$ cat src/hdl/loader_settings.svh
/*
 * Loader settings
 * Memory width, file-type indices, load bases and the CRT header layout
 * used along the media download path
 */
`ifndef LOADER_SETTINGS_SVH
`define LOADER_SETTINGS_SVH

// ========================================
// Memory
// ========================================
`define LDR_ADDR_W          25
`define LDR_CRT_BASE        25'h100000
`define LDR_TAP_BASE        25'h200000
// 8 KB bank alignment for cartridge chips
`define LDR_BANK_ALIGN_BITS 13
// Cycle-phase code of the free memory slot
`define LDR_SLOT_CES        4'b1011

// ========================================
// Host file-type indices
// ========================================
`define LDR_IDX_PRG         8'd4
`define LDR_IDX_CRT         8'd5
`define LDR_IDX_CRT_ALT     8'hC0
`define LDR_IDX_TAP         8'd6

// ========================================
// CRT image layout
// ========================================
`define LDR_CRT_CHIP_START  25'h40
// Cartridge id is big endian, two bytes
`define LDR_CRT_ID_OFS      25'h16
`define LDR_CRT_EXROM_OFS   25'h18
`define LDR_CRT_GAME_OFS    25'h19
`define LDR_CHIP_HDR_LEN    16

`endif

$ cat src/hdl/loader_pkg.sv
/*
 * Loader package
 * Address, byte and cartridge descriptor types shared by the
 * download path, plus the CRT index check
 */
`default_nettype none

`include "loader_settings.svh"

package loader_pkg;

	typedef logic [`LDR_ADDR_W-1:0] mem_addr_t;
	typedef logic [7:0] byte_t;

	// How the sequencer treats one byte of a CRT image
	typedef enum logic [1:0] {
		BK_SKIP,
		BK_ALIGN,
		BK_PAYLOAD
	} byte_kind_e;

	// Bank descriptor taken from a CHIP packet header
	typedef struct packed {
		logic [7:0]  bank_type;
		logic [15:0] bank_num;
		logic [15:0] bank_laddr;
		logic [15:0] bank_size;
	} cart_bank_t;

	// Fields of the CRT file header
	typedef struct packed {
		logic [15:0] cart_id;
		logic [7:0]  exrom;
		logic [7:0]  game;
	} cart_info_t;

	// Both cartridge indices lead to the same parser
	function automatic logic is_crt_index(input byte_t idx);
		return (idx == `LDR_IDX_CRT) || (idx == `LDR_IDX_CRT_ALT);
	endfunction

endpackage

`default_nettype wire

$ cat src/hdl/ioctl_if.sv
/*
 * Host download stream
 * One byte per write strobe, tagged with its file offset and the
 * file-type index of the running download
 */
`default_nettype none
`timescale 1ns/100ps

interface ioctl_if;
	import loader_pkg::*;

	// Level, high for the whole download
	logic      download;
	byte_t     index;
	// One-cycle strobe per byte
	logic      wr;
	mem_addr_t addr;
	byte_t     data;

	modport sink (
		input download,
		input index,
		input wr,
		input addr,
		input data
	);

endinterface

`default_nettype wire

$ cat src/hdl/mem_port_if.sv
/*
 * Byte-wide memory request
 * Enable, write, address and data of one request toward the memory port
 */
`default_nettype none
`timescale 1ns/100ps

interface mem_port_if;
	import loader_pkg::*;

	logic      ce;
	logic      we;
	mem_addr_t addr;
	byte_t     data;

	modport issuer (
		output ce,
		output we,
		output addr,
		output data
	);

	modport receiver (
		input ce,
		input we,
		input addr,
		input data
	);

endinterface

`default_nettype wire

$ cat src/hdl/crt_chip_parser.sv
/*
 * CRT chip parser
 * Picks cartridge id, EXROM and GAME out of the CRT file header, walks
 * the CHIP packet headers and strobes out each bank descriptor.
 * Every byte is classed as header, align point or payload.
 */
`default_nettype none
`timescale 1ns/100ps

`include "loader_settings.svh"

module crt_chip_parser (
	input  wire                    clk_sys,
	input  wire                    reset_n,
	ioctl_if.sink                  ioctl,
	output loader_pkg::cart_info_t info_o,
	output loader_pkg::cart_bank_t bank_o,
	output logic                   bank_wr_o,
	output loader_pkg::byte_kind_e kind_o
);
	import loader_pkg::*;

	localparam int hdr_cnt_w = $clog2(`LDR_CHIP_HDR_LEN);
	localparam logic [hdr_cnt_w-1:0] hdr_last = hdr_cnt_w'(`LDR_CHIP_HDR_LEN - 1);

	logic                 crt_wr;
	logic                 in_chips;
	logic                 in_hdr;
	logic [hdr_cnt_w-1:0] hdr_cnt;
	// Remaining payload bytes of the current CHIP packet
	logic [31:0]          blk_len;

	assign crt_wr   = ioctl.wr && is_crt_index(ioctl.index);
	assign in_chips = (ioctl.addr >= `LDR_CRT_CHIP_START);
	assign in_hdr   = in_chips && (hdr_cnt != '0);

	// Class of the byte now on the stream
	always_comb begin
		if (!in_chips || in_hdr)
			kind_o = BK_SKIP;
		else if (blk_len == '0)
			kind_o = BK_ALIGN;
		else
			kind_o = BK_PAYLOAD;
	end

	// ========================================
	// Packet walk
	// ========================================
	always_ff @(posedge clk_sys) begin
		if (!reset_n) begin
			hdr_cnt   <= '0;
			blk_len   <= '0;
			bank_wr_o <= 1'b0;
		end else begin
			bank_wr_o <= 1'b0;
			if (crt_wr) begin
				if (ioctl.addr == '0) begin
					hdr_cnt <= '0;
					blk_len <= '0;
				end else if (kind_o == BK_ALIGN) begin
					hdr_cnt <= hdr_cnt_w'(1);
				end else if (kind_o == BK_PAYLOAD) begin
					blk_len <= blk_len - 32'd1;
				end else if (in_hdr) begin
					hdr_cnt <= hdr_cnt + 1'b1;
					case (hdr_cnt)
						4: blk_len[31:24] <= ioctl.data;
						5: blk_len[23:16] <= ioctl.data;
						6: blk_len[15:8]  <= ioctl.data;
						7: blk_len[7:0]   <= ioctl.data;
						// Packet length counts the header too
						8: blk_len <= blk_len - 32'(`LDR_CHIP_HDR_LEN);
						hdr_last: bank_wr_o <= 1'b1;
						default: ;
					endcase
				end
			end
		end
	end

	// Header fields, big endian
	always_ff @(posedge clk_sys) begin
		if (crt_wr) begin
			case (ioctl.addr)
				`LDR_CRT_ID_OFS:     info_o.cart_id[15:8] <= ioctl.data;
				`LDR_CRT_ID_OFS + 1: info_o.cart_id[7:0]  <= ioctl.data;
				`LDR_CRT_EXROM_OFS:  info_o.exrom         <= ioctl.data;
				`LDR_CRT_GAME_OFS:   info_o.game          <= ioctl.data;
				default: ;
			endcase
		end
		if (crt_wr && in_hdr) begin
			case (hdr_cnt)
				// Type is one byte wide, the low byte lands last
				8, 9:     bank_o.bank_type        <= ioctl.data;
				10:       bank_o.bank_num[15:8]   <= ioctl.data;
				11:       bank_o.bank_num[7:0]    <= ioctl.data;
				12:       bank_o.bank_laddr[15:8] <= ioctl.data;
				13:       bank_o.bank_laddr[7:0]  <= ioctl.data;
				14:       bank_o.bank_size[15:8]  <= ioctl.data;
				hdr_last: bank_o.bank_size[7:0]   <= ioctl.data;
				default: ;
			endcase
		end
	end

endmodule

`default_nettype wire

$ cat src/hdl/download_sequencer.sv
/*
 * Download sequencer
 * Keeps the load address for PRG, CRT and TAP downloads and raises a
 * pending write for every byte that goes to memory.
 * The host is held off while that byte waits for its slot.
 */
`default_nettype none
`timescale 1ns/100ps

`include "loader_settings.svh"

module download_sequencer (
	input  wire                         clk_sys,
	input  wire                         reset_n,
	ioctl_if.sink                       ioctl,
	input  wire loader_pkg::byte_kind_e kind_i,
	input  wire                         take_i,
	mem_port_if.issuer                  wr_req,
	output loader_pkg::mem_addr_t       load_addr_o,
	output logic                        cart_attached_o,
	output logic                        ioctl_wait_o
);
	import loader_pkg::*;

	localparam int align_w = `LDR_BANK_ALIGN_BITS;

	logic      is_prg;
	logic      is_crt;
	logic      is_tap;
	logic      pending;
	logic      old_download;
	byte_t     data_q;
	mem_addr_t bank_next;

	assign is_prg = (ioctl.index == `LDR_IDX_PRG);
	assign is_crt = is_crt_index(ioctl.index);
	assign is_tap = (ioctl.index == `LDR_IDX_TAP);

	// Start of the next 8 KB bank
	assign bank_next = {load_addr_o[$bits(mem_addr_t)-1:align_w] + 1'b1, {align_w{1'b0}}};

	always_ff @(posedge clk_sys) begin
		if (!reset_n) begin
			pending         <= 1'b0;
			load_addr_o     <= '0;
			old_download    <= 1'b0;
			cart_attached_o <= 1'b0;
		end else begin
			old_download <= ioctl.download;
			if (take_i) begin
				pending     <= 1'b0;
				load_addr_o <= load_addr_o + 1'b1;
			end
			if (ioctl.wr) begin
				// PRG carries its load address in the first two bytes
				if (is_prg) begin
					if (ioctl.addr == '0)
						load_addr_o <= mem_addr_t'(ioctl.data);
					else if (ioctl.addr == mem_addr_t'(1))
						load_addr_o[15:8] <= ioctl.data;
					else
						pending <= 1'b1;
				end
				if (is_crt) begin
					if (ioctl.addr == '0)
						load_addr_o <= `LDR_CRT_BASE;
					if (kind_i == BK_ALIGN && load_addr_o[align_w-1:0] != '0)
						load_addr_o <= bank_next;
					if (kind_i == BK_PAYLOAD)
						pending <= 1'b1;
				end
				if (is_tap) begin
					if (ioctl.addr == '0)
						load_addr_o <= `LDR_TAP_BASE;
					pending <= 1'b1;
				end
			end
			// Cartridge counts as attached once its download has finished
			if (is_crt && old_download != ioctl.download)
				cart_attached_o <= old_download;
		end
	end

	// Host holds its byte steady only until the next strobe
	always_ff @(posedge clk_sys) begin
		if (ioctl.wr)
			data_q <= ioctl.data;
	end

	assign ioctl_wait_o = pending;
	assign wr_req.ce    = pending;
	assign wr_req.we    = 1'b1;
	assign wr_req.addr  = load_addr_o;
	assign wr_req.data  = data_q;

	// Host must not strobe while wait is up, the pending byte would be lost
	assert property (@(posedge clk_sys) disable iff (!reset_n) ioctl.wr |-> !pending)
		else $error("ioctl byte arrived while a write was pending");

endmodule

`default_nettype wire

$ cat src/hdl/slot_writer.sv
/*
 * Slot writer
 * Takes a pending loader write at the end of the free memory slot and
 * puts it on the memory port in the first cycle of the next slot.
 * Outside the slot the core request passes straight through.
 */
`default_nettype none
`timescale 1ns/100ps

`include "loader_settings.svh"

module slot_writer (
	input  wire                   clk_sys,
	input  wire                   reset_n,
	input  wire [3:0]             slot_ces_i,
	mem_port_if.receiver          wr_req,
	mem_port_if.receiver          core,
	output logic                  take_o,
	output logic                  mem_ce_o,
	output logic                  mem_we_o,
	output loader_pkg::mem_addr_t mem_addr_o,
	output loader_pkg::byte_t     mem_data_o
);
	import loader_pkg::*;

	logic      slot;
	logic      slot_d;
	logic      slot_end;
	logic      lat_ce;
	mem_addr_t lat_addr;
	byte_t     lat_data;

	assign slot     = (slot_ces_i == `LDR_SLOT_CES);
	assign slot_end = slot_d & ~slot;
	assign take_o   = slot_end & wr_req.ce;

	always_ff @(posedge clk_sys) begin
		if (!reset_n) begin
			slot_d <= 1'b0;
			lat_ce <= 1'b0;
		end else begin
			slot_d <= slot;
			if (slot_end)
				lat_ce <= wr_req.ce;
			else if (slot)
				lat_ce <= 1'b0;  // write only lives in the first slot cycle
		end
	end

	always_ff @(posedge clk_sys) begin
		if (take_o) begin
			lat_addr <= wr_req.addr;
			lat_data <= wr_req.data;
		end
	end

	// ========================================
	// Memory port mux
	// ========================================
	always_comb begin
		if (slot) begin
			mem_ce_o   = lat_ce;
			mem_we_o   = lat_ce;
			mem_addr_o = lat_addr;
			mem_data_o = lat_data;
		end else begin
			mem_ce_o   = core.ce;
			mem_we_o   = core.we;
			mem_addr_o = core.addr;
			mem_data_o = core.data;
		end
	end

	// Memory port stays idle for the rest of the slot
	assert property (@(posedge clk_sys) disable iff (!reset_n) (slot && slot_d) |-> !mem_ce_o)
		else $error("loader write outside the first slot cycle");

endmodule

`default_nettype wire

$ cat src/hdl/c64_loader_top.sv
/*
 * Media download loader
 * Places PRG, CRT and TAP downloads into external memory through the
 * free memory slot and reports the cartridge header and banks
 */
`default_nettype none
`timescale 1ns/100ps

module c64_loader_top (
	input  wire                        clk_sys,
	input  wire                        reset_n,
	input  wire                        ioctl_download_i,
	input  wire loader_pkg::byte_t     ioctl_index_i,
	input  wire                        ioctl_wr_i,
	input  wire loader_pkg::mem_addr_t ioctl_addr_i,
	input  wire loader_pkg::byte_t     ioctl_data_i,
	output logic                       ioctl_wait_o,
	input  wire [3:0]                  slot_ces_i,
	input  wire                        cpu_ce_i,
	input  wire                        cpu_we_i,
	input  wire loader_pkg::mem_addr_t cpu_addr_i,
	input  wire loader_pkg::byte_t     cpu_data_i,
	output logic                       mem_ce_o,
	output logic                       mem_we_o,
	output loader_pkg::mem_addr_t      mem_addr_o,
	output loader_pkg::byte_t          mem_data_o,
	output logic [15:0]                cart_id_o,
	output logic [7:0]                 cart_exrom_o,
	output logic [7:0]                 cart_game_o,
	output logic                       bank_wr_o,
	output logic [7:0]                 bank_type_o,
	output logic [15:0]                bank_num_o,
	output logic [15:0]                bank_laddr_o,
	output logic [15:0]                bank_size_o,
	output loader_pkg::mem_addr_t      bank_raddr_o,
	output logic                       cart_attached_o
);
	import loader_pkg::*;

	cart_info_t info;
	cart_bank_t bank;
	byte_kind_e kind;
	logic       take;
	mem_addr_t  load_addr;

	ioctl_if    ioctl_bus ();
	mem_port_if wr_req_bus ();
	mem_port_if core_bus ();

	assign ioctl_bus.download = ioctl_download_i;
	assign ioctl_bus.index    = ioctl_index_i;
	assign ioctl_bus.wr       = ioctl_wr_i;
	assign ioctl_bus.addr     = ioctl_addr_i;
	assign ioctl_bus.data     = ioctl_data_i;

	assign core_bus.ce   = cpu_ce_i;
	assign core_bus.we   = cpu_we_i;
	assign core_bus.addr = cpu_addr_i;
	assign core_bus.data = cpu_data_i;

	crt_chip_parser u_parser (
		.clk_sys   (clk_sys),
		.reset_n   (reset_n),
		.ioctl     (ioctl_bus),
		.info_o    (info),
		.bank_o    (bank),
		.bank_wr_o (bank_wr_o),
		.kind_o    (kind)
	);

	download_sequencer u_sequencer (
		.clk_sys         (clk_sys),
		.reset_n         (reset_n),
		.ioctl           (ioctl_bus),
		.kind_i          (kind),
		.take_i          (take),
		.wr_req          (wr_req_bus),
		.load_addr_o     (load_addr),
		.cart_attached_o (cart_attached_o),
		.ioctl_wait_o    (ioctl_wait_o)
	);

	slot_writer u_slot_writer (
		.clk_sys    (clk_sys),
		.reset_n    (reset_n),
		.slot_ces_i (slot_ces_i),
		.wr_req     (wr_req_bus),
		.core       (core_bus),
		.take_o     (take),
		.mem_ce_o   (mem_ce_o),
		.mem_we_o   (mem_we_o),
		.mem_addr_o (mem_addr_o),
		.mem_data_o (mem_data_o)
	);

	assign cart_id_o    = info.cart_id;
	assign cart_exrom_o = info.exrom;
	assign cart_game_o  = info.game;
	assign bank_type_o  = bank.bank_type;
	assign bank_num_o   = bank.bank_num;
	assign bank_laddr_o = bank.bank_laddr;
	assign bank_size_o  = bank.bank_size;
	// At the strobe the load address already sits on the aligned bank start
	assign bank_raddr_o = load_addr;

endmodule

`default_nettype wire

$ cat config.mk
export PLATFORM = sky130hd
export DESIGN_NAME = c64_loader_top
export DESIGN_NICKNAME = d
export VERILOG_FILES = /design/src/hdl/loader_pkg.sv /design/src/hdl/ioctl_if.sv /design/src/hdl/mem_port_if.sv /design/src/hdl/crt_chip_parser.sv /design/src/hdl/download_sequencer.sv /design/src/hdl/slot_writer.sv /design/src/hdl/c64_loader_top.sv
export VERILOG_INCLUDE_DIRS = /design/src /design/src/hdl
export SDC_FILE = /design/constraint.sdc
export NUM_CORES = 1
export LEC_CHECK = 0
export ABC_AREA = 0
export BUFFER_PORTS_ARGS = -buffer_cell sky130_fd_sc_hd__buf_2
export CAP_MARGIN = 20
export CORE_AREA = 2 2 179 181
export CTS_BUF_LIST = sky130_fd_sc_hd__clkbuf_16
export DETAILED_ROUTE_END_ITERATION = 16
export DIE_AREA = 0 0 181 183
export SLEW_MARGIN = 20
export SYNTH_ARGS = -nofsm -noshare
export SYNTH_HDL_FRONTEND = slang
export SYNTH_SLANG_ARGS = --single-unit
export TNS_END_PERCENT = 50
$ cat constraint.sdc
create_clock -name clk_sys -period 3.41 [get_ports clk_sys]
set_clock_uncertainty 0.15 [all_clocks]
set_input_delay 0.341 -clock clk_sys [delete_from_list [all_inputs] [get_ports clk_sys]]
set_output_delay 0.341 -clock clk_sys [all_outputs]
set_load 0.02 [all_outputs]
==> metrics.yaml, run 1 <==
run_status:
  status: "completed"
floorplan:
  core_um2: 31200
  die_h_um: 183
  pin_count: 235
  dieArea_um2: 33100
  floorplan.initialDensity_pct: 29.6
  rows: 65
  die_width_um: 181
sta:
  max-slew-margin-rel_pct: 49.5
  setup_tns_ps: 0
  setup_viol: 0
  holdWs_ps: 183
  tightest_slew_ps: 749
  hold_viol_final: 0
  period_needed_ps: 3240
  finalCritPeriodShare_pct: 95.1
  drv_slew: 0
  fmax_mhz: 308
clock_network:
  cts_buffers: 17
  worstSkewPairLatency_ps: 450
  cts_sinks: 196
  clock_path_buffers: 2
  path_clk_slew_ps: 80
  post-cts-setup-buffers: 0
  cts_root_buffer: "clkbuf_16"
  h-tree-depth: 4
  cts_tree: "done"
global_route:
  antenna_found_initial: 1
  track_usage_pct: 18.1
  grt-ovfl-total: 0
  grt_pass1_wl_um: 46000
  grt_max_degree: 38
  grt_pass1_vias: 7794
critical_path:
  cp-start-kind: "flip-flop"
  crit_slowest_cell: "or4b_2"
  critPathTopFamily: "simple AND/OR/NAND/NOR gates"
  critPathMaxStageDelay_ps: 660
  crit_buf_inv: 2
  rrSetupSlack_ps: 170
  crit-reg2reg-launch: "u_parser.blk_len[4]"
  critPathLaunch: "u_parser.blk_len[4]"
  crit_path_cell_trace: "inv_1 -> ha_1 -> or4b_2 -> nor4_4 -> and3_4 -> o21ai_1 -> buf_4 -> o211ai_1 -> or3b_2 -> a21oi_1"
  cp.required_ps: 3640
  arrival_ps: 3470
  critPathCaptureType: "flip-flop"
  cp_max_fo: 15
  worstSetupPathType: "reg -> reg"
final_layout:
  area_growth_pct: 27.1
  n_antenna_cell: 0
  nNetsFinal: 1264
  fin_area_um2: 11700
  drive_above_1_share_pct: 28.8
power_and_ir_drop:
  cellPowerDensity_nw_per_um2: 403
  intPower_w: 0.00358
  swShare_pct: 24.3
  power_w: 0.00473
  irDropWorstVdd_mv: 0.234
  p_leak_nw: 4.73
  p_clk_share_pct: 40.8
  p_seq_share_pct: 53.5
  p_comb_share_pct: 5.7
  p_switching_w: 0.00115
yosys:
  yosysSeqAreaShare_pct: 56.5
  synth.largest_area_cell: "edfxtp_1"
  synthDistinctLibCells: 73
  synth-async-reset-ratio_pct: 0
  synth_fp_nets: 1001
  synth_area_leaders: "edfxtp_1 42%, dfxtp_1 15%, nand2_1 6.9%"
  yosysMostFrequentCell: "nand2_1"
  synth_area_um2: 9240
  synthCells: 907
  synthTopCellsByCount: "169 x nand2_1, 129 x edfxtp_1, 67 x dfxtp_1, 62 x nor2_1, 42 x nand3_1"
  synth-main-ff-cell: "edfxtp_1"
  synth_seq_cells: 196
  synth_edf_count: 129
  yosysWarnings: 0
  synth_top_area_share_pct: 41.9
  syn_avg_cell_area_um2: 10.2
placed_design:
  place_area_um2: 11100
  io_buffer_count: 234
  gp_congestion: 0.919
  dp_hpwl_um: 21700
worst_hold_path:
  hold_start: "ioctl_wr_i"
  hold_path_class: "in -> reg"
route:
  wire_per_inst_um: 19.1
  ant_nets: 0
  vias_per_cell: 5.21
  wirelength_um: 30300
  drtIter0Drc: 708
  vias: 8260
  dr.pass1.iters: 6
  drcViolationCount: 0
job:
  maxCapViolCount: 0
==> metrics by stage <==
step | setup WS, ps | util (%) | cells
2_1_floorplan | 241 | - | 907
3_3_place_gp | 108 | 35.7 | 1552
3_5_place_dp | 20.9 | 35.7 | 1552
4_1_cts | 86.1 | 37.5 | 1585
5_1_grt | -12.2 | 37.6 | 1585
6_report | 168 | 37.6 | 1585
==> cell usage in the layout, fill, tap and decap left out, types with 13 or more instances in the layout <==
master,instances
xor2_1,14
clkbuf_16,17
o21ai_0,34
nand3_1,42
and2_1,15
nor2_1,61
a21oi_1,35
inv_1,19
nand4_1,13
nor4_1,20
dfxtp_1,67
edfxtp_1,129
a22oi_1,14
nor3_1,26
buf_2,234
nand2_1,169
o31ai_1,19
buf_4,49
==> power groups by stage <==
stage | logic [W] | clock network, W | registers, W
3_5_place_dp | 0.000267 | 0 | 0.00259
6_report | 0.000269 | 0.00193 | 0.00253
5_1_grt | 0.000291 | 0.00206 | 0.00253
4_1_cts | 0.000269 | 0.00197 | 0.00253
2_1_floorplan | 0.000114 | 0 | 0.00258
3_3_place_gp | 0.000265 | 0 | 0.00258
==> path summary, 6_finish.rpt <==
kind	end	cells past startpoint
hold reg to reg	u_slot_writer.lat_data[2]	0
setup reg to reg	u_parser.blk_len[11]	10
hold / removal	u_sequencer.wr_req.data[1]	1
setup / recovery	u_parser.blk_len[11]	10
==> registers in the layout, indices dropped and copies added (netlist names) <==
register	flops
u_slot_writer.lat_addr	25
u_slot_writer.slot_d	1
u_parser.blk_len	32
u_sequencer.old_download	1
u_sequencer.ioctl_wait_o	1
u_sequencer.cart_attached_o	1
u_parser.bank_o	56
u_slot_writer.lat_data	8
u_sequencer.wr_req.data	8
u_parser.hdr_cnt	4
u_slot_writer.lat_ce	1
u_parser.info_o	32
u_parser.bank_wr_o	1
u_sequencer.load_addr_o	25
==> kinds of logic after synthesis <==
| logic type | count (synthesis) | synth area share, % |
|---|---|---|
| flip-flops | 196 | 56.5 |
| AO/OA/AOI/OAI | 200 | 15.2 |
| XOR/XNOR | 26 | 2.47 |
| AND/OR/NAND/NOR | 413 | 21.7 |
| adder cells (fa/ha/maj) | 10 | 1.35 |
| multiplexers | 3 | 0.339 |
| buffers and inverters | 59 | 2.53 |
==> worst reg2reg max path: stages, from the launching register on <==
cell and delay, ps:
dfxtp_1 340, inv_1 110, ha_1 200, or4b_2 660
nor4_4 220, and3_4 300, o21ai_1 190, buf_4 270
o211ai_1 100, or3b_2 470, a21oi_1 150
==> final cells by class <==
type / instances / area [µm²]
multi-input combinational: 652 / 3810
timing repair buffer: 285 / 1570
clock inverter: 15 / 146
fill: 3146 / 19500
tap: 402 / 503
inverter: 18 / 67.6
sequential: 196 / 5220
clock buffer: 17 / 425
==> repair_timing <==
action / CTS / global route
hold buffers: 1 / 0
setup endpoints to repair: 1 / 22
gates resized for setup: 1 / 3
endpoints found under the hold margin: 1 / 0
pin swaps: 0 / 0
==> routing by layer <==
layer,share of wire [%],GRT usage (%)
met3,5.9,3.18
met4,2.0,5.76
met2,49,31.1
met1,43,23.2
met5,0,0
Note: power is estimated with default switching activity, not from simulation.
==> inputs of run 2 (changes only) <==
REMOVE_ABC_BUFFERS = 1   (was not set)
==> run 2 against run 1 <==
Sequential cell count stayed put. Combinational power hardly changed. Non-clock buffer count is 5 higher. Critical path type unchanged. Final cell count is 0.38% higher. Hold slack lost 140 ps. Largest power group unchanged. Largest cell class unchanged. Setup slack improved by 62 ps.
==> metrics.yaml, run 2 (synthesized netlist as in run 1, its figures left out) <==
run_status:
  status: "completed"
sta:
  hold_viol_final: 0  # unchanged
  tightest_slew_ps: 965  # +216 ps
  setup_tns_ps: 0  # unchanged
  fmax_mhz: 314  # +1.9%
  setup_slack_ps: 230  # +61.8 ps
  rsz0062_at_grt: "no"
  period_needed_ps: 3180  # -61.8 ps
  finalCritPeriodShare_pct: 93.2  # -1.8 points
  max-slew-margin-rel_pct: 35.1  # -14 points
  setup_viol: 0  # unchanged
  drv_slew: 0  # unchanged
power_and_ir_drop:
  irDropWorstVdd_mv: 0.246  # +5.3%
  cellPowerDensity_nw_per_um2: 407  # +0.94%
  p_leak_nw: 4.77  # +0.84%
floorplan:
  dieArea_um2: 33100  # unchanged
  floorplan.initialDensity_pct: 29.6  # unchanged
  die_width_um: 181  # unchanged
  rows: 65  # unchanged
  die_h_um: 183  # unchanged
  core_um2: 31200  # unchanged
  pin_count: 235  # unchanged
global_route:
  grt-ovfl-total: 0  # unchanged
  antenna_found_initial: 0  # -1
  grt_pass1_wl_um: 47600  # +3.6%
  grt_pass1_vias: 8009  # +2.8%
  grt_max_degree: 38  # unchanged
  track_usage_pct: 18.8  # +0.72 points
critical_path:
  arrival_ps: 3400  # -70 ps
  cp-start-kind: "flip-flop"
  ff2ff_path_depth: 10  # unchanged
  crit-reg2reg-launch: "u_parser.blk_len[4]"
  rrSetupSlack_ps: 230  # +60 ps
  cp.required_ps: 3630  # about the same
  worstSetupPathType: "reg -> reg"
  critPathCaptureType: "flip-flop"
  cp_max_fo: 13  # -2
  rr_endpoint: "u_parser.blk_len[11]"
clock_network:
  path_clk_slew_ps: 70  # about the same
  h-tree-depth: 4  # unchanged
  cts_root_buffer: "clkbuf_16"
  cts_tree: "done"
  clock_path_buffers: 2  # unchanged
  cts_buffers: 17  # unchanged
  worstSkewPairLatency_ps: 440  # about the same
  cts_sinks: 196  # unchanged
final_layout:
  layout_common_cells: "234 x buf_2, 169 x nand2_1, 129 x edfxtp_1, 67 x dfxtp_1, 61 x nor2_1"
  area_growth_pct: 28.0
  largestRegisters: "u_parser.bank_o: 56 flops, u_parser.blk_len: 32 flops, u_parser.info_o: 32 flops"
  mostFrequentLayoutCell: "buf_2"
  drive_above_1_share_pct: 29.5  # +0.72 points
  largest-register: "u_parser.bank_o"
  multi_input_area_um2: 3830  # +0.56%
  largest_reg_flops: 56  # unchanged
  nNetsFinal: 1269  # +0.40%
  nFillCells: 3160  # +0.45%
  seq_area_um2: 5220  # unchanged
placed_design:
  dp_hpwl_um: 22600  # +4.3%
  gp_congestion: 0.936  # +1.8%
  post-place-ws_ps: 86.4  # +65.5 ps
  io_buffer_count: 234  # unchanged
route:
  vias_per_cell: 5.21  # about the same
  wirelength_um: 31400  # +3.6%
  ant_nets: 0  # unchanged
  vias: 8285  # +0.30%
  drtIter0Drc: 652  # -7.9%
  dr.pass1.iters: 7  # +1
  drcViolationCount: 0  # unchanged
  wire_per_inst_um: 19.7  # +3.2%
worst_hold_path:
  hold_start: "ioctl_wr_i"
  holdPathStages: 2  # +1
  hold_path_class: "in -> reg"
  holdPathEnd: "u_sequencer.load_addr_o[23]"
job:
  maxCapViolCount: 0  # unchanged
-- run 2: cell types whose count changed in the layout (fill, tap and decap cells not counted), moves of 2 or more --
cell,delta
clkinv_4,-2
buf_4,+5
inv_6,+2
nor3_2,+3
nor3_1,-3
inv_8,-2
-- run 2: cell type report --
class / count / share of cell area [%]
Sequential cell: 196 / 44.1
Multi-Input combinational cell: 652 / 32.4
Timing Repair Buffer: 290 / 13.6
Tap cell: 402 / 4.25
Clock buffer: 17 / 3.60
Clock inverter: 15 / 1.45
Inverter: 18 / 0.571
Antenna cell: 1 / 0.0212
-- run 2: per-stage QoR --
step | utilization (%) | instance area (µm²) | instances | hold WS [ps] | power (W)
after floorplan | - | 9070 | 866 | 250 | 0.00269
after global placement | 35.8 | 11200 | 1557 | 253 | 0.00285
after detailed placement | 35.8 | 11200 | 1557 | 255 | 0.00286
after CTS | 37.8 | 11800 | 1590 | 23.6 | 0.00487
after global routing | 37.9 | 11800 | 1590 | 56.1 | 0.00498
final | 37.9 | 11800 | 1591 | 40.1 | 0.00481
-- run 2: critical path, stage by stage (launching register included) --
cell	delay, ps
dfxtp_1	340
inv_1	120
ha_1	220
or4b_2	670
nor4_4	230
and3_4	280
o21ai_2	150
buf_4	260
o211ai_1	90
or3b_2	450
a21oi_1	150
-- run 2: repair_timing --
| action | 4_1_cts | 5_1_grt |
|---|---|---|
| endpoints found under the setup margin | 0 | 23 |
| gates resized for setup | 0 | 7 |
| hold buffers | 1 | 0 |
| setup buffers | 0 | 0 |
| hold endpoints to repair | 1 | 0 |
-- run 2: worst max-delay path by stage --
| stage | endpoint | slack [ps] | from |
|---|---|---|---|
| 3_5_place_dp | u_parser.blk_len[11] | 90 | u_parser.blk_len[4] |
| 4_1_cts | u_parser.blk_len[11] | 60 | u_parser.blk_len[4] |
| 5_1_grt | u_parser.blk_len[11] | 20 | u_parser.blk_len[4] |
| 3_3_place_gp | u_parser.blk_len[11] | 160 | u_parser.blk_len[4] |
| 6_report | u_parser.blk_len[11] | 230 | u_parser.blk_len[4] |
| 2_1_floorplan | u_parser.blk_len[4] | -180 | u_parser.blk_len[4] |
-- run 2: power breakdown --
group	internal [W]	switching, W	total (W)	leakage, nW
clock network	0.00104	0.000971	0.00201	0.288
logic	0.0000919	0.000178	0.000270	2.78
registers	0.00253	0.00000212	0.00253	1.70
total	0.00366	0.00115	0.00481	4.77
-- run 2: metal layers --
layer | wire length, µm | vias up | track usage (%) | part of all wire (%)
met3 | 2040 | 44 | 3.75 | 6.5
met1 | 13200 | 3948 | 23.4 | 42
li1 | - | 3952 | - | -
met2 | 15500 | 341 | 32.6 | 49
met5 | 0 | - | 0 | 0
met4 | 671 | 0 | 6.44 | 2.1
==> inputs of run 3 (changes only) <==
ABC_AREA = 1   (was 0)
CORE_AREA = 2 2 190 192   (was 2 2 179 181)
DIE_AREA = 0 0 192 194   (was 0 0 181 183)
==> run 3 against run 2 <==
Synthesized cell count rose by 43%. Wire length rose by 6.0%. Largest cell class unchanged. Sequential power barely moved.
==> metrics.yaml, run 3 <==
run_status:
  status: "completed"
global_route:
  grt-ovfl-total: 0  # unchanged
  grt_max_degree: 39  # +2.6%
  antenna_found_initial: 1  # +1
  track_usage_pct: 17.5  # -1.3 points
  grt_pass1_vias: 9149  # +14%
  grt_pass1_wl_um: 50800  # +6.7%
critical_path:
  cp.required_ps: 3590  # -40 ps
  crit_slowest_cell: "a21oi_2"
  crit_top_cell: "inv_1"
  critPathMaxStageDelay_ps: 460  # -210 ps
  critPathCaptureType: "flip-flop"
  cp-start-kind: "flip-flop"
  crit_buf_inv: 4  # +2
  arrival_ps: 3070  # -330 ps
  cp_max_fo: 26  # +13
  crit_path_cell_trace: "inv_1 -> ha_1 -> inv_1 -> nor3_1 -> nand2_1 -> inv_1 -> nand2_4 -> nand2_4 -> nand2_4 -> a21oi_2 -> inv_1 -> a21oi_1 -> nor2_1"
  critPathTopFamily: "simple AND/OR/NAND/NOR gates"
  worstSetupPathType: "reg -> reg"
final_layout:
  layout_common_cells: "367 x nand2_1, 234 x buf_2, 184 x nor2_1, 129 x edfxtp_1, 111 x inv_1"
  multi_input_area_um2: 4560  # +19%
  nNetsFinal: 1637  # +29%
  largestRegisters: "u_parser.bank_o: 56 flops, u_parser.blk_len: 32 flops, u_parser.info_o: 32 flops"
  seq_area_um2: 5220  # unchanged
  largest_reg_flops: 56  # unchanged
  nFillCells: 3664  # +16%
  area_growth_pct: 22.7
  drive_above_1_share_pct: 21.4  # -8.1 points
  fin_cells: 2018  # +27%
  largest-register: "u_parser.bank_o"
  mostFrequentLayoutCell: "nand2_1"
yosys:
  synth.largest_area_cell: "edfxtp_1"
  synthCells: 1300  # +43%
  synth-main-ff-cell: "edfxtp_1"
  synthDistinctLibCells: 45  # -38%
  synth_seq_cells: 196  # unchanged
  synth_top_area_share_pct: 37.2  # -4.7 points
  yosysMostFrequentCell: "nand2_1"
  synth_area_um2: 10400  # +13%
  synthTopCellsByCount: "367 x nand2_1, 184 x nor2_1, 129 x edfxtp_1, 111 x inv_1, 81 x nand3_1"
  synth-async-reset-ratio_pct: 0  # unchanged
  synth_edf_count: 129  # unchanged
  syn_avg_cell_area_um2: 8.00  # -21%
  yosysSeqAreaShare_pct: 50.1  # -6.3 points
  synth_area_leaders: "edfxtp_1 37%, nand2_1 13%, dfxtp_1 13%"
  yosysWarnings: 0  # unchanged
route:
  drcViolationCount: 0  # unchanged
  drtIter0Drc: 820  # +26%
  wire_per_inst_um: 16.5  # -16%
  vias_per_cell: 4.80  # -7.7%
  ant_nets: 0  # unchanged
  wirelength_um: 33300  # +6.0%
  vias: 9696  # +17%
  dr.pass1.iters: 5  # -2
power_and_ir_drop:
  cellPowerDensity_nw_per_um2: 378  # -7.1%
  irDropWorstVdd_mv: 0.335  # +36%
  p_leak_nw: 5.73  # +20%
clock_network:
  cts_sinks: 196  # unchanged
  worstSkewPairLatency_ps: 440  # about the same
  cts_root_buffer: "clkbuf_16"
  clock_path_buffers: 2  # unchanged
  cts_tree: "done"
  path_clk_slew_ps: 80  # about the same
  h-tree-depth: 4  # unchanged
  cts_buffers: 17  # unchanged
floorplan:
  die_h_um: 194  # +6.0%
  core_um2: 35200  # +13%
  floorplan.initialDensity_pct: 29.5  # -0.047 points
  dieArea_um2: 37200  # +12%
  pin_count: 235  # unchanged
  die_width_um: 192  # +6.1%
  rows: 69  # +6.2%
sta:
  setup_tns_ps: 0  # unchanged
  drv_slew: 0  # unchanged
  hold_viol_final: 0  # unchanged
  period_needed_ps: 2890  # -290 ps
  setup_viol: 0  # unchanged
  finalCritPeriodShare_pct: 84.7  # -8.5 points
  tightest_slew_ps: 943  # -21.8 ps
  fmax_mhz: 346  # +10%
  max-slew-margin-rel_pct: 36.6  # +1.5 points
  rsz0062_at_grt: "no"
worst_hold_path:
  hold_path_class: "in -> reg"
placed_design:
  dp_cells: 1984  # +27%
  dp_hpwl_um: 24600  # +8.8%
  gp_congestion: 0.929  # -0.76%
  io_buffer_count: 234  # unchanged
job:
  maxCapViolCount: 0  # unchanged
[run 3: changes by cell type in the layout (fill, tap and decap cells not counted), sizes merged, moves of 15 or more]
cell / previous run / this run
a21oi: 35 / 78
buf: 289 / 259
inv: 24 / 123
nand2: 169 / 378
nand3: 43 / 83
nor2: 62 / 198
nor4: 21 / 6
o21ai: 39 / 70
o31ai: 20 / 1
xor2: 14 / 44
[run 3: repair_timing]
| action | in CTS | in global routing |
|---|---|---|
| gates resized for setup | 0 | 0 |
| setup buffers | 0 | 0 |
| setup endpoints to repair | 0 | 0 |
| hold endpoints to repair | 1 | 0 |
| hold buffers | 1 | 0 |
[run 3: metrics by stage]
stage | instance area [µm²] | hold slack, ps | util [%] | total power (W) | worst slack [ps]
6_report | 12800 | 193 | 36.2 | 0.00483 | 520
5_1_grt | 12800 | 185 | 36.2 | 0.00499 | 146
4_1_cts | 12800 | 183 | 36.2 | 0.00487 | 550
3_5_place_dp | 12200 | 255 | 34.5 | 0.00285 | 497
3_3_place_gp | 12200 | 252 | 34.5 | 0.00285 | 568
2_1_floorplan | 10200 | 250 | - | 0.00270 | -3.49
[run 3: final cells by class]
| class | instances | share of cell area, % |
|---|---|---|
| repair buffers | 260 | 10.7 |
| clock buffers | 17 | 3.33 |
| clock inverters | 15 | 1.35 |
| well taps | 461 | 4.52 |
| inverters | 118 | 3.47 |
| diodes | 1 | 0.0196 |
| flip-flops and latches | 196 | 40.8 |
| multi-input cells | 950 | 35.7 |
[run 3: worst paths after layout]
| path | start | end | slack (ps) | depth (start not counted) |
|---|---|---|---|---|
| max | u_parser.hdr_cnt[0] | u_parser.blk_len[31] | 520 | 13 |
| min | ioctl_data_i[3] | u_parser.info_o[11] | 190 | 1 |
| max reg2reg | u_parser.hdr_cnt[0] | u_parser.blk_len[31] | 520 | 13 |
| min reg2reg | u_sequencer.wr_req.data[7] | u_slot_writer.lat_data[7] | 280 | 0 |
[run 3: per-layer routing]
| layer | share of wire [%] | GRT usage, % |
|---|---|---|
| met4 | 1.8 | 5.00 |
| met1 | 43 | 22.3 |
| met3 | 7.2 | 3.51 |
| met2 | 48 | 30.0 |
| met5 | 0 | 0 |
[run 3: cell families after synthesis]
group / Yosys count / share of synthesized area, %
flip-flops: 196 / 50.1
buffers and inverters: 154 / 6.06
AO/OA/AOI/OAI: 158 / 8.06
XOR/XNOR: 52 / 4.38
multiplexers: 2 / 0.192
AND/OR/NAND/NOR: 728 / 30.0
adder cells (fa/ha/maj): 10 / 1.20
[run 3: power by group]
group | switching [W] | internal (W)
Combinational | 0.000180 | 0.0000900
Clock | 0.00104 | 0.000992
Sequential | 0.00000229 | 0.00253
Total | 0.00122 | 0.00361
[run 3: worst reg2reg max path: cells and delay by family (launching register included)]
kind / cells / cell delay, ps
compound gates: 2 / 640
buf+inv: 4 / 580
simple gates: 6 / 880
fa+ha+maj: 1 / 180
flops: 1 / 340
